File: src/logic/kbd_pkg.sv
// Keyboard bridge shared widths, vector types, PIA register numbers and defaults
`default_nettype none

package kbd_pkg;

    // Bus widths
    localparam int DATA_WIDTH     = 8;      // Wishbone and CPU data, one byte
    localparam int WB_ADDR_WIDTH  = 17;     // Wishbone byte address
    localparam int ROW_ADDR_WIDTH = 4;      // Enough for up to 16 matrix rows
    localparam int PIA_RS_WIDTH   = 2;      // PIA register select, cpu_addr[1:0]

    // Vector types for the widths that carry a meaning
    typedef logic [DATA_WIDTH-1:0]     data_t;     // Matrix row, bus or CPU byte
    typedef logic [WB_ADDR_WIDTH-1:0]  wb_addr_t;  // Wishbone address
    typedef logic [ROW_ADDR_WIDTH-1:0] row_addr_t; // Matrix row number
    typedef logic [PIA_RS_WIDTH-1:0]   pia_rs_t;   // PIA register select

    // PIA 1 registers used by the keyboard scan
    localparam pia_rs_t PIA_PORTA = 2'd0;   // Row select, written by the CPU
    localparam pia_rs_t PIA_PORTB = 2'd2;   // Column state, read by the CPU

    // PET matrix is 10 rows of 8 columns
    localparam int ROW_COUNT_DEFAULT = 10;

    // Base of the keyboard window on the Wishbone bus
    // Low ROW_ADDR_WIDTH bits must stay zero, they carry the row number
    localparam wb_addr_t WB_BASE_DEFAULT = 17'h0E800;

    // A released key reads as 1, so an untouched row is all ones
    localparam data_t ROW_IDLE = 8'hFF;

endpackage

`default_nettype wire

File: src/logic/kbd_matrix_if.sv
// Matrix access link between the Wishbone port and the key matrix storage
`timescale 1ns/1ns
`default_nettype none

interface kbd_matrix_if;

    logic              req;     // Access this cycle
    logic              we;      // Write when high, read otherwise
    kbd_pkg::row_addr_t row;    // Row being accessed
    kbd_pkg::data_t    wdata;   // Byte to store, lands at the next edge
    kbd_pkg::data_t    rdata;   // Current row value, valid while req is high

    // Wishbone side issues the access
    modport requester (
        output req,
        output we,
        output row,
        output wdata,
        input  rdata
    );

    // Matrix side serves it
    modport store (
        input  req,
        input  we,
        input  row,
        input  wdata,
        output rdata
    );

endinterface

`default_nettype wire

File: src/logic/kbd_matrix.sv
// Key matrix storage, one Wishbone read/write port and one CPU row read port
`timescale 1ns/1ns
`default_nettype none

module kbd_matrix #(
    parameter int ROW_COUNT = kbd_pkg::ROW_COUNT_DEFAULT
) (
    input  wire logic               wb_clock_i,
    input  wire logic               reset_i,

    kbd_matrix_if.store             mat,            // Wishbone side access

    input  wire kbd_pkg::row_addr_t cpu_row_i,      // Row the CPU has selected
    output kbd_pkg::data_t          cpu_row_data_o  // That row, combinational
);

    // One byte per row, a pressed key clears its bit
    kbd_pkg::data_t rows [ROW_COUNT];

    logic wb_in_range;      // Wishbone row exists
    logic cpu_in_range;     // CPU row exists
    logic wb_write;         // Store wdata at the next edge
    logic wb_oob_write;     // Write aimed past the last row

    assign wb_in_range  = (int'(mat.row) < ROW_COUNT);
    assign cpu_in_range = (int'(cpu_row_i) < ROW_COUNT);

    assign wb_write     = mat.req && mat.we && wb_in_range;
    assign wb_oob_write = mat.req && mat.we && !wb_in_range;  // Silently dropped

    // Read before write, missing rows look idle
    assign mat.rdata = wb_in_range ? rows[mat.row] : kbd_pkg::ROW_IDLE;

    // Missing rows look idle to the CPU too, so the snooper never intercepts them
    assign cpu_row_data_o = cpu_in_range ? rows[cpu_row_i] : kbd_pkg::ROW_IDLE;

    always_ff @(posedge wb_clock_i) begin
        if (reset_i) begin
            // All keys released
            for (int i = 0; i < ROW_COUNT; i++) begin
                rows[i] <= kbd_pkg::ROW_IDLE;
            end
        end else if (wb_write) begin
            rows[mat.row] <= mat.wdata;
        end
    end

    // A write past the last row must not disturb what the CPU side sees
    a_no_oob_write : assert property (
        @(posedge wb_clock_i) disable iff (reset_i)
        wb_oob_write |=> (cpu_row_i != $past(cpu_row_i))
                      || (cpu_row_data_o == $past(cpu_row_data_o))
    ) else $error("Out of range row write changed the matrix");

endmodule

`default_nettype wire

File: src/logic/kbd_pia_snoop.sv
// CPU bus snooper that tracks the PIA 1 row select and answers port B reads
`timescale 1ns/1ns
`default_nettype none

module kbd_pia_snoop (
    input  wire logic               wb_clock_i,
    input  wire logic               reset_i,

    input  wire kbd_pkg::pia_rs_t   pia1_rs_i,          // PIA register select
    input  wire logic               pia1_cs_i,          // PIA chip select from the decoder
    input  wire logic               cpu_valid_strobe_i, // CPU bus cycle is valid this edge
    input  wire logic               cpu_we_i,           // CPU write when high
    input  wire kbd_pkg::data_t     cpu_data_i,

    input  wire kbd_pkg::data_t     row_data_i,         // Byte of the selected row
    output kbd_pkg::row_addr_t      row_o,              // Selected row, to the matrix

    output kbd_pkg::data_t          cpu_data_o,         // Row byte while intercepting
    output logic                    cpu_data_oe_o       // CPU data bus is driven by us
);

    localparam int RW = kbd_pkg::ROW_ADDR_WIDTH;

    kbd_pkg::row_addr_t selected_row;
    logic writing_port_a;       // CPU picks the next row to scan
    logic reading_port_b;       // CPU samples the columns of that row
    logic row_has_key;          // At least one key down in the selected row

    assign writing_port_a =  cpu_we_i && pia1_cs_i && (pia1_rs_i == kbd_pkg::PIA_PORTA);
    assign reading_port_b = !cpu_we_i && pia1_cs_i && (pia1_rs_i == kbd_pkg::PIA_PORTB);

    assign row_has_key = (row_data_i != kbd_pkg::ROW_IDLE);

    assign row_o = selected_row;

    always_ff @(posedge wb_clock_i) begin
        if (reset_i) begin
            selected_row  <= '0;
            cpu_data_o    <= '0;
            cpu_data_oe_o <= 1'b0;
        end else if (cpu_valid_strobe_i) begin
            // Drop the bus unless this cycle is another intercept
            cpu_data_oe_o <= 1'b0;

            if (writing_port_a) begin
                selected_row <= cpu_data_i[RW-1:0];   // Upper bits go to the real PIA only
            end

            // Uses the row selected before this edge
            if (reading_port_b && row_has_key) begin
                cpu_data_o    <= row_data_i;
                cpu_data_oe_o <= 1'b1;
            end
        end
    end

    // Output enable only moves on a valid CPU cycle
    a_oe_rise_on_strobe : assert property (
        @(posedge wb_clock_i) disable iff (reset_i)
        $rose(cpu_data_oe_o) |-> $past(cpu_valid_strobe_i)
    ) else $error("cpu_data_oe_o rose without a valid strobe");

endmodule

`default_nettype wire

File: src/logic/kbd_top.sv
// Keyboard bridge top level, Wishbone matrix writer plus PIA 1 scan snooper
`timescale 1ns/1ns
`default_nettype none

module kbd_top #(
    parameter int                ROW_COUNT = kbd_pkg::ROW_COUNT_DEFAULT,
    parameter kbd_pkg::wb_addr_t WB_BASE   = kbd_pkg::WB_BASE_DEFAULT
) (
    // Wishbone B4 pipelined peripheral
    input  wire logic              wb_clock_i,
    input  wire logic              reset_i,
    input  wire kbd_pkg::wb_addr_t wb_addr_i,
    input  wire kbd_pkg::data_t    wb_data_i,
    output kbd_pkg::data_t         wb_data_o,
    input  wire logic              wb_we_i,
    input  wire logic              wb_cycle_i,
    input  wire logic              wb_strobe_i,
    output logic                   wb_stall_o,
    output logic                   wb_ack_o,

    // Snooped 6502 bus at PIA 1
    input  wire kbd_pkg::pia_rs_t  pia1_rs_i,           // cpu_addr[1:0]
    input  wire logic              pia1_cs_i,           // From the address decoder
    input  wire logic              cpu_valid_strobe_i,
    input  wire kbd_pkg::data_t    cpu_data_i,
    output kbd_pkg::data_t         cpu_data_o,
    output logic                   cpu_data_oe_o,       // High while a port B read is answered
    input  wire logic              cpu_we_i
);

    kbd_matrix_if mat_if ();                // Wishbone port to matrix

    kbd_pkg::row_addr_t cpu_row;            // Row latched from port A
    kbd_pkg::data_t     cpu_row_data;       // Its current byte

    kbd_wb_port #(
        .WB_BASE(WB_BASE)
    ) u_wb_port (
        .wb_clock_i (wb_clock_i),
        .reset_i    (reset_i),
        .wb_addr_i  (wb_addr_i),
        .wb_data_i  (wb_data_i),
        .wb_data_o  (wb_data_o),
        .wb_we_i    (wb_we_i),
        .wb_cycle_i (wb_cycle_i),
        .wb_strobe_i(wb_strobe_i),
        .wb_stall_o (wb_stall_o),
        .wb_ack_o   (wb_ack_o),
        .mat        (mat_if.requester)
    );

    kbd_matrix #(
        .ROW_COUNT(ROW_COUNT)
    ) u_matrix (
        .wb_clock_i    (wb_clock_i),
        .reset_i       (reset_i),
        .mat           (mat_if.store),
        .cpu_row_i     (cpu_row),
        .cpu_row_data_o(cpu_row_data)
    );

    kbd_pia_snoop u_pia_snoop (
        .wb_clock_i        (wb_clock_i),
        .reset_i           (reset_i),
        .pia1_rs_i         (pia1_rs_i),
        .pia1_cs_i         (pia1_cs_i),
        .cpu_valid_strobe_i(cpu_valid_strobe_i),
        .cpu_we_i          (cpu_we_i),
        .cpu_data_i        (cpu_data_i),
        .row_data_i        (cpu_row_data),
        .row_o             (cpu_row),
        .cpu_data_o        (cpu_data_o),
        .cpu_data_oe_o     (cpu_data_oe_o)
    );

endmodule

`default_nettype wire

File: src/logic/kbd_wb_port.sv
// Wishbone B4 pipelined peripheral that maps the key matrix into a 16 byte window
`timescale 1ns/1ns
`default_nettype none

module kbd_wb_port #(
    parameter kbd_pkg::wb_addr_t WB_BASE = kbd_pkg::WB_BASE_DEFAULT
) (
    input  wire logic              wb_clock_i,
    input  wire logic              reset_i,
    input  wire kbd_pkg::wb_addr_t wb_addr_i,
    input  wire kbd_pkg::data_t    wb_data_i,
    output kbd_pkg::data_t         wb_data_o,
    input  wire logic              wb_we_i,
    input  wire logic              wb_cycle_i,
    input  wire logic              wb_strobe_i,
    output logic                   wb_stall_o,
    output logic                   wb_ack_o,

    kbd_matrix_if.requester        mat          // Access path into the matrix
);

    localparam int AW = kbd_pkg::WB_ADDR_WIDTH;
    localparam int RW = kbd_pkg::ROW_ADDR_WIDTH;

    logic wb_hit;       // Address falls inside the keyboard window
    logic wb_request;   // Accepted request this cycle

    // Only the bits above the row number select the window
    assign wb_hit = (wb_addr_i[AW-1:RW] == WB_BASE[AW-1:RW]);

    assign wb_request = wb_cycle_i && wb_strobe_i && wb_hit;

    // Matrix never pushes back, every request is taken on the edge it is seen
    assign wb_stall_o = 1'b0;

    // Forward the access, low address bits are the row
    assign mat.req   = wb_request;
    assign mat.we    = wb_we_i;
    assign mat.row   = wb_addr_i[RW-1:0];
    assign mat.wdata = wb_data_i;

    // Ack and data follow the request by one edge
    always_ff @(posedge wb_clock_i) begin
        if (reset_i) begin
            wb_ack_o  <= 1'b0;
            wb_data_o <= '0;
        end else begin
            wb_ack_o <= wb_request;     // One ack per accepted request
            if (wb_request) begin
                wb_data_o <= mat.rdata; // Old row value, also on writes
            end
        end
    end

    // Back-to-back requests each get their own ack, a gap cycle gets none
    a_ack_needs_request : assert property (
        @(posedge wb_clock_i) disable iff (reset_i)
        !wb_request |=> !wb_ack_o
    ) else $error("wb_ack_o high without an accepted request");

endmodule

`default_nettype wire

File: config.mk
export PLATFORM = sky130hd
export DESIGN_NAME = kbd_top
export DESIGN_NICKNAME = d
export VERILOG_FILES = /design/src/logic/kbd_pkg.sv /design/src/logic/kbd_matrix_if.sv /design/src/logic/kbd_matrix.sv /design/src/logic/kbd_pia_snoop.sv /design/src/logic/kbd_top.sv /design/src/logic/kbd_wb_port.sv
export SDC_FILE = /design/constraint.sdc
export NUM_CORES = 1
export LEC_CHECK = 0
export ABC_AREA = 1
export CORE_MARGIN = 2
export CORE_UTILIZATION = 50
export CTS_CLUSTER_DIAMETER = 50
export DETAILED_ROUTE_END_ITERATION = 8
export DONT_BUFFER_PORTS = 1
export PLACE_DENSITY = 0.69
export SYNTH_ARGS = -nofsm -noshare
export SYNTH_HDL_FRONTEND = slang
export SYNTH_SLANG_ARGS = --single-unit
File: constraint.sdc
create_clock -name wb_clock_i -period 2.7 [get_ports wb_clock_i]
set_input_delay 0.27 -clock wb_clock_i [delete_from_list [all_inputs] [get_ports wb_clock_i]]
set_output_delay 0.27 -clock wb_clock_i [all_outputs]
set_load 0.01 [all_outputs]
==> results of run 1 <==
==> worst max-delay path, cell delays in order (launching register included) <==
cell	delay (ns)
dfxtp_1	0.34
buf_4	0.37
o211ai_1	0.21
nand3_1	0.16
nand3_1	0.12
nand3_1	0.14
nand2_1	0.07
nor2_1	0.18
nand2_4	0.15
nand2_1	0.09
a21oi_1	0.05
dlygate4sd3_1	0.55
==> metal layers <==
layer | share of wire, % | vias up | global-route usage [%]
met5 | 0 | - | 0
met4 | 3.3 | 0 | 10.6
met3 | 10 | 49 | 6.09
met2 | 46 | 334 | 39.8
met1 | 40 | 2954 | 34.0
li1 | - | 2994 | -
==> where the power goes <==
part	switching, mW	total (mW)	internal, mW
combinational	0.229	0.330	0.101
clock	0.917	2.54	1.62
sequential	0.0499	2.72	2.67
total	1.20	5.59	4.39
==> state kept, by name, indices dropped and copies added (netlist names), named ones only <==
register                   flops
u_pia_snoop.row_o              4
u_pia_snoop.cpu_data_oe_o      1
u_wb_port.wb_ack_o             1
u_wb_port.wb_data_o            8
u_matrix.rows                128
u_pia_snoop.cpu_data_o         8
==> cell type report <==
cell class / count / area [um^2]
Tap cell: 188 / 235
Multi-Input combinational cell: 610 / 2820
Sequential cell: 154 / 4370
Inverter: 104 / 393
Clock buffer: 17 / 425
Fill cell: 1320 / 6370
Timing Repair Buffer: 35 / 335
Clock inverter: 13 / 203
==> stage by stage <==
step	setup slack, ns	cell area [um^2]	total power [mW]	util, %
floorplan	0.491	7880	3.00	-
global placement	0.367	8060	3.07	53.2
detailed placement	0.338	8060	3.08	53.2
CTS	0.131	8710	5.60	57.5
global route	0.00688	8780	5.76	58.0
finish	0.153	8780	5.59	58.0
==> cell usage after synthesis, drive strengths merged <==
cell type,instances,share of area [%]
or2,8,0.65
conb,1,0.049
nor2,46,2.9
nand2,205,10
o221ai,2,0.23
a21oi,44,2.9
nand4,1,0.081
nor4,3,0.44
clkbuf,14,0.68
inv,99,4.8
clkinv,5,0.24
o211ai,15,1.5
dfxtp,26,6.8
a221oi,2,0.23
nand3,164,11
edfxtp,128,50
nor3,2,0.13
o21ai,69,4.5
buf,37,3.3
==> logic make-up after synthesis <==
group | share of synthesized area [%]
and+or+nand+nor | 24.9
buffers and inverters | 9.04
AOI/OAI and AO/OA | 9.27
other | 0.0487
DFF | 56.7
==> what timing repair did <==
item / CTS / global route
buffers inserted: 0 / 0
endpoints found under the setup margin: 0 / 1
hold endpoints to repair: 4 / 0
hold buffers: 2 / 0
gates resized for setup: 0 / 5
==> path summary, 6_finish.rpt <==
path / start / to / cells after the start
min reg2reg: u_pia_snoop.row_o[0] / u_pia_snoop.row_o[0] / 2
max reg2reg: register / u_pia_snoop.cpu_data_oe_o / 11
min: wb_data_i[1] / u_matrix.rows[8][1] / 1
max: register / u_pia_snoop.cpu_data_oe_o / 11
==> metrics.md, run 1 <==
| Metric | Value |
|---|---|
| Outcome | finished, final reports clean |
| Worst Hold Slack | 0.0195 ns |
| Number of placed instances, taps included | 1,087 |
| Number of setup violations in the final report | 0 |
| Vertical extent of the die | 128 um |
| Total of buffers placed on input and output ports | 0 |
| Tightest Hold Check Type | in2reg |
| Crit path DAT | 2.86 ns |
| Clock transition at path regs | 0.06 ns |
| CTS Buf Count | 17 |
| Layout net count | 965 |
| Count of clock tree sinks | 154 |
| Post-route setup TNS | 0 ns |
| Area of the core | 0.0151 mm^2 |
| Leakage power | 3.54 nW |
| Mean Syn Cell Area | 8.83 um^2 |
| Top-level I/O count | 62 |
| Via Count | 6,331 |
| Final period util | 94.3% |
| Number of rows created at floorplan | 45 |
| Critical Path Fanout Max | 28 |
| Max Transition Viols Final | 0 |
| RSZ-0062 raised after global routing | no |
| DRC | 0 |
| Number of cells produced by synthesis | 871 |
| Most frequent cells in the layout | nand2_1 (203), nand3_1 (164), edfxtp_1 (128), inv_1 (96), o21ai_0 (68) |
| Number of maximum-capacitance constraint violations | 0 |
| Die outline width | 128 um |
| Antenna Cells | 0 |
| Number of storage elements in the synthesis netlist | 154 |
| Global router's overall resource usage | 25.4% |
| Wire length reported by the detailed router | 20,500 um |
| Required time at the worst-slack endpoint | 3.02 ns |
| Wire length of the first global-routing pass | 30,900 um |
| Startpoint class of the critical path | register |
| ANT nets after route | 0 |
| Area overhead of the layout relative to synthesis | 14.1% |
| Critical path class | reg2reg |
| Weighted congestion at the end of routability-driven global placement | 0.934 |
| Number of warnings issued by yosys | 0 |
| TritonCTS clock tree | done |
| Share of final-layout standard cells stronger than drive strength 1 | 9.43% |
| Worst Tran Pin Value | 0.970 ns |
| Fin. Hold Viols | 0 |
| Kind of end point of the critical path | register |
| CTS Root Buffer Type | clkbuf_16 |
| Initial DRT Pass Iterations | 6 |
| Remaining Overflow, GRT | 0 |
| Worst relative slew slack | 35.4% |
| Netlist area before placement | 0.00769 mm^2 |
| Achievable Freq | 0.393 GHz |
| Via count of the first global-routing pass | 5,760 |
| VDD IR max | 0.421 mV |
| First DRT Iteration DRCs | 742 |
| Final critical path time including I/O delays and setup | 2.55 ns |
| Antenna violations before repair | 0 |
| Number of distinct standard cells referenced by the synthesized netlist | 28 |
| DIE AREA | 0.0164 mm^2 |
| Reg2reg setup slack | 0.15 ns |
| H-tree level count | 4 |
| Starting Density | 50.8% |
| Routed vias/inst | 5.65 |
| Most frequent standard cell in the layout excluding fill and tap cells | nand2_1 |
| Worst-case clock skew | 0.00649 ns |
| Pin count of the biggest net entering global routing | 93 |
| Share of the yosys chip area belonging to registers | 56.7% |
| Routed length per instance | 18.3 um |
| Max Buffers Root-to-Sink | 2 |
| Number of standard cells in the final layout excluding fillers | 1,121 |
| Skew-Pair Late Insertion Delay | 0.43 ns |
| P per Cell Area | 636 mW/mm^2 |
| Half-perimeter wire length of the detailed placement result | 13,600 um |
(Power assumes the default switching activity.)
==> run 2: changes to the inputs <==
- BUFFER_PORTS_ARGS: default -> -buffer_cell sky130_fd_sc_hd__buf_4
- DONT_BUFFER_PORTS: 1 -> default
- PLACE_DENSITY: 0.69 -> 0.72
==> metrics.md, run 2 (synthesized netlist as in run 1, its figures left out) <==
| Metric | Value |
|---|---|
| Layout net count | 1,021 (was 965) |
| Total of buffers placed on input and output ports | 56 (was 0) |
| Number of rows created at floorplan | 45 (unchanged) |
| Largest register FFs | 128 (unchanged) |
| Die outline width | 128 um (unchanged) |
| Fin. Hold Viols | 0 (unchanged) |
| Post-cts hold buffer count | 0 (was 2) |
| Crit path DAT | 2.60 ns (was 2.86 ns) |
| CTS Buf Count | 17 (unchanged) |
| Startpoint class of the critical path | register (unchanged) |
| Worst relative slew slack | 40.3% (was 35.4%) |
| Vertical extent of the die | 128 um (unchanged) |
| Largest stage delay, worst path | 0.49 ns (was 0.55 ns) |
| P per Cell Area | 591 mW/mm^2 (was 636 mW/mm^2) |
| Via count of the first global-routing pass | 5,761 (was 5,760) |
| Kind of end point of the critical path | register (unchanged) |
| Area of the core | 0.0151 mm^2 (unchanged) |
| Starting Density | 50.8% (unchanged) |
| Power, Total | 5.38 mW (was 5.59 mW) |
| Wire length of the first global-routing pass | 30,400 um (was 30,900 um) |
| Clock network fraction of total power | 42.1% (was 45.4%) |
| Worst-case clock skew | 0.00717 ns (was 0.00649 ns) |
| Internal cell power | 4.14 mW (was 4.39 mW) |
| RSZ-0062 raised after global routing | no (unchanged) |
| Share of the core filled with cells | 60.0% (was 58.0%) |
| Area after detailed placement | 0.00853 mm^2 (was 0.00806 mm^2) |
| Post-CTS setup buffer count | 0 (unchanged) |
| Depth of the worst hold-timing path | 2 (was 1) |
| Via Count | 6,443 (was 6,331) |
| Switching power summed over all nets | 1.23 mW (was 1.20 mW) |
| Worst Tran Pin Value | 0.896 ns (was 0.970 ns) |
| Global routing usage on met3 | 5.26% (was 6.09%) |
| VDD IR max | 0.460 mV (was 0.421 mV) |
| Hold Crit Start | reset_i (was wb_data_i[1]) |
| Routed length per instance | 16.7 um (was 18.3 um) |
| Reg2reg setup slack | 0.42 ns (was 0.15 ns) |
| Clock transition at path regs | 0.06 ns (about the same) |
| Leakage power | 3.78 nW (was 3.54 nW) |
| Worst Hold Slack | 0.0835 ns (was 0.0195 ns) |
| GR Layer Usage met1 | 32.6% (was 34.0%) |
| Max Buffers Root-to-Sink | 2 (unchanged) |
| Busiest grt layer | met2 (unchanged) |
| Antenna violations before repair | 0 (unchanged) |
| Half-perimeter wire length of the detailed placement result | 13,600 um (about the same) |
| Final critical path time including I/O delays and setup | 2.28 ns (was 2.55 ns) |
| Share of final-layout standard cells stronger than drive strength 1 | 14.9% (was 9.43%) |
| Most frequent standard cell in the layout excluding fill and tap cells | nand2_1 (unchanged) |
| Antenna Cells | 0 (unchanged) |
| Number of maximum-capacitance constraint violations | 0 (unchanged) |
| First DRT Iteration DRCs | 841 (was 742) |
| Worst R2R Path Depth | 12 (was 11) |
| Wire length reported by the detailed router | 19,700 um (was 20,500 um) |
| Skew-Pair Late Insertion Delay | 0.42 ns (was 0.43 ns) |
| Worst path buffer plus inverter count | 2 (unchanged) |
| Final instance area | 0.00909 mm^2 (was 0.00878 mm^2) |
| Regs by FF count | u_matrix.rows: 128 flops, u_pia_snoop.cpu_data_o: 8 flops, u_wb_port.wb_data_o: 8 flops (unchanged) |
| Slowest library cell on the worst path | dfxtp_2 (was dlygate4sd3_1) |
| CTS Root Buffer Type | clkbuf_16 (unchanged) |
| Count of clock tree sinks | 154 (unchanged) |
| Critical path's most frequent cell | nand3_1 (unchanged) |
| Critical Path Fanout Max | 20 (was 28) |
| DRC | 0 (unchanged) |
| Post_cts resized | 0 (unchanged) |
| ANT nets after route | 0 (unchanged) |
| Weighted congestion at the end of routability-driven global placement | 0.899 (was 0.934) |
| Top Family by Delay on Critical Path | simple AND/OR/NAND/NOR gates (was buffers and inverters) |
| Cells along the critical path | inv_2 -> buf_12 -> nand2_1 -> nand3_1 -> nand3_1 -> nand3_1 -> nand3_1 -> nand2_1 -> nor2_1 -> nand2_2 -> a21oi_1 -> nor2_1 (was buf_4 -> o211ai_1 -> nand3_1 -> nand3_1 -> nand3_1 -> nand2_1 -> nor2_1 -> nand2_4 -> nand2_1 -> a21oi_1 -> dlygate4sd3_1) |
| Logic pwr share | 7.3% (was 5.9%) |
| Routed vias/inst | 5.46 (was 5.65) |
| Required time at the worst-slack endpoint | 3.02 ns (about the same) |
| DIE AREA | 0.0164 mm^2 (unchanged) |
| Portion of total power attributed to sequential cells | 50.5% (was 48.7%) |
| Global router's overall resource usage | 24.6% (was 25.4%) |
| GR Layer Usage met2 | 39.7% (was 39.8%) |
| Critical path class | reg2reg (unchanged) |
| H-tree level count | 4 (unchanged) |
| Max Transition Viols Final | 0 (unchanged) |
| Hold endpoint | u_wb_port.wb_data_o[7] (was u_matrix.rows[8][1]) |
| Achievable Freq | 0.438 GHz (was 0.393 GHz) |
| Most frequent cells in the layout | nand2_1 (203), nand3_1 (164), edfxtp_1 (128), inv_1 (96), buf_4 (88) (was nand2_1 (203), nand3_1 (164), edfxtp_1 (128), inv_1 (96), o21ai_0 (68)) |
| Remaining Overflow, GRT | 0 (unchanged) |
| Post-route setup TNS | 0 ns (unchanged) |
| Final period util | 84.6% (was 94.3%) |
| Initial DRT Pass Iterations | 6 (unchanged) |
| TritonCTS clock tree | done (unchanged) |
| Outcome | finished, final reports clean (unchanged) |
| Pin count of the biggest net entering global routing | 55 (was 93) |
| Tightest Hold Check Type | in2reg (unchanged) |
| Switch share | 23.0% (was 21.4%) |
| Top-level I/O count | 62 (unchanged) |
| Critical register-to-register path endpoint | u_pia_snoop.cpu_data_o[1] (was u_pia_snoop.cpu_data_oe_o) |
| Number of setup violations in the final report | 0 (unchanged) |
| Register containing the most flip-flops in the final layout | u_matrix.rows (unchanged) |
| Area overhead of the layout relative to synthesis | 18.2% (was 14.1%) |
-- run 2: worst max-delay path by stage --
stage	startpoint	endpoint	slack, ns	cells after the start
2_1_floorplan	wb_addr_i[9]	u_matrix.rows[1][0]	0.49	7
5_1_grt	register	u_pia_snoop.cpu_data_o[1]	0.18	12
6_report	register	u_pia_snoop.cpu_data_o[1]	0.42	12
3_3_place_gp	wb_addr_i[9]	u_matrix.rows[5][1]	0.24	10
3_5_place_dp	wb_addr_i[9]	u_matrix.rows[4][5]	0.21	10
4_1_cts	register	u_pia_snoop.cpu_data_o[1]	0.41	12
-- run 2: cell type report --
type                            count  area, um^2
Timing Repair Buffer               91         721
Clock buffer                       23         510
Multi-Input combinational cell    610        2820
Clock inverter                      9        56.3
Fill cell                        1324        6050
Tap cell                          188         235
Sequential cell                   154        4370
Inverter                          104         390
-- run 2: power groups by stage --
| stage | Sequential [mW] | Combinational, mW | Clock, mW |
|---|---|---|---|
| CTS | 2.71 | 0.388 | 2.29 |
| global placement | 2.76 | 0.379 | 0 |
| global route | 2.73 | 0.441 | 2.39 |
| finish | 2.72 | 0.394 | 2.27 |
| detailed placement | 2.76 | 0.385 | 0 |
| floorplan | 2.75 | 0.250 | 0 |
-- run 2: metal layers --
| layer | part of all wire [%] | up-vias |
|---|---|---|
| met5 | 0 | - |
| met4 | 3.0 | 0 |
| li1 | - | 3107 |
| met2 | 47 | 324 |
| met1 | 42 | 2976 |
| met3 | 8.0 | 36 |
-- run 2: stage by stage --
stage / setup WS, ns / std cells
4_1_cts: 0.407 / 1179
5_1_grt: 0.184 / 1179
3_3_place_gp: 0.243 / 1147
2_1_floorplan: 0.491 / 919
3_5_place_dp: 0.210 / 1147
6_report: 0.416 / 1179
-- run 2: worst reg2reg max path, stage by stage (launching register included) --
cell and delay [ns]:
dfxtp_2 0.49, inv_2 0.24, buf_12 0.23, nand2_1 0.06, nand3_1 0.06, nand3_1 0.12
nand3_1 0.17, nand3_1 0.17, nand2_1 0.06, nor2_1 0.12, nand2_2 0.21, a21oi_1 0.20
nor2_1 0.06
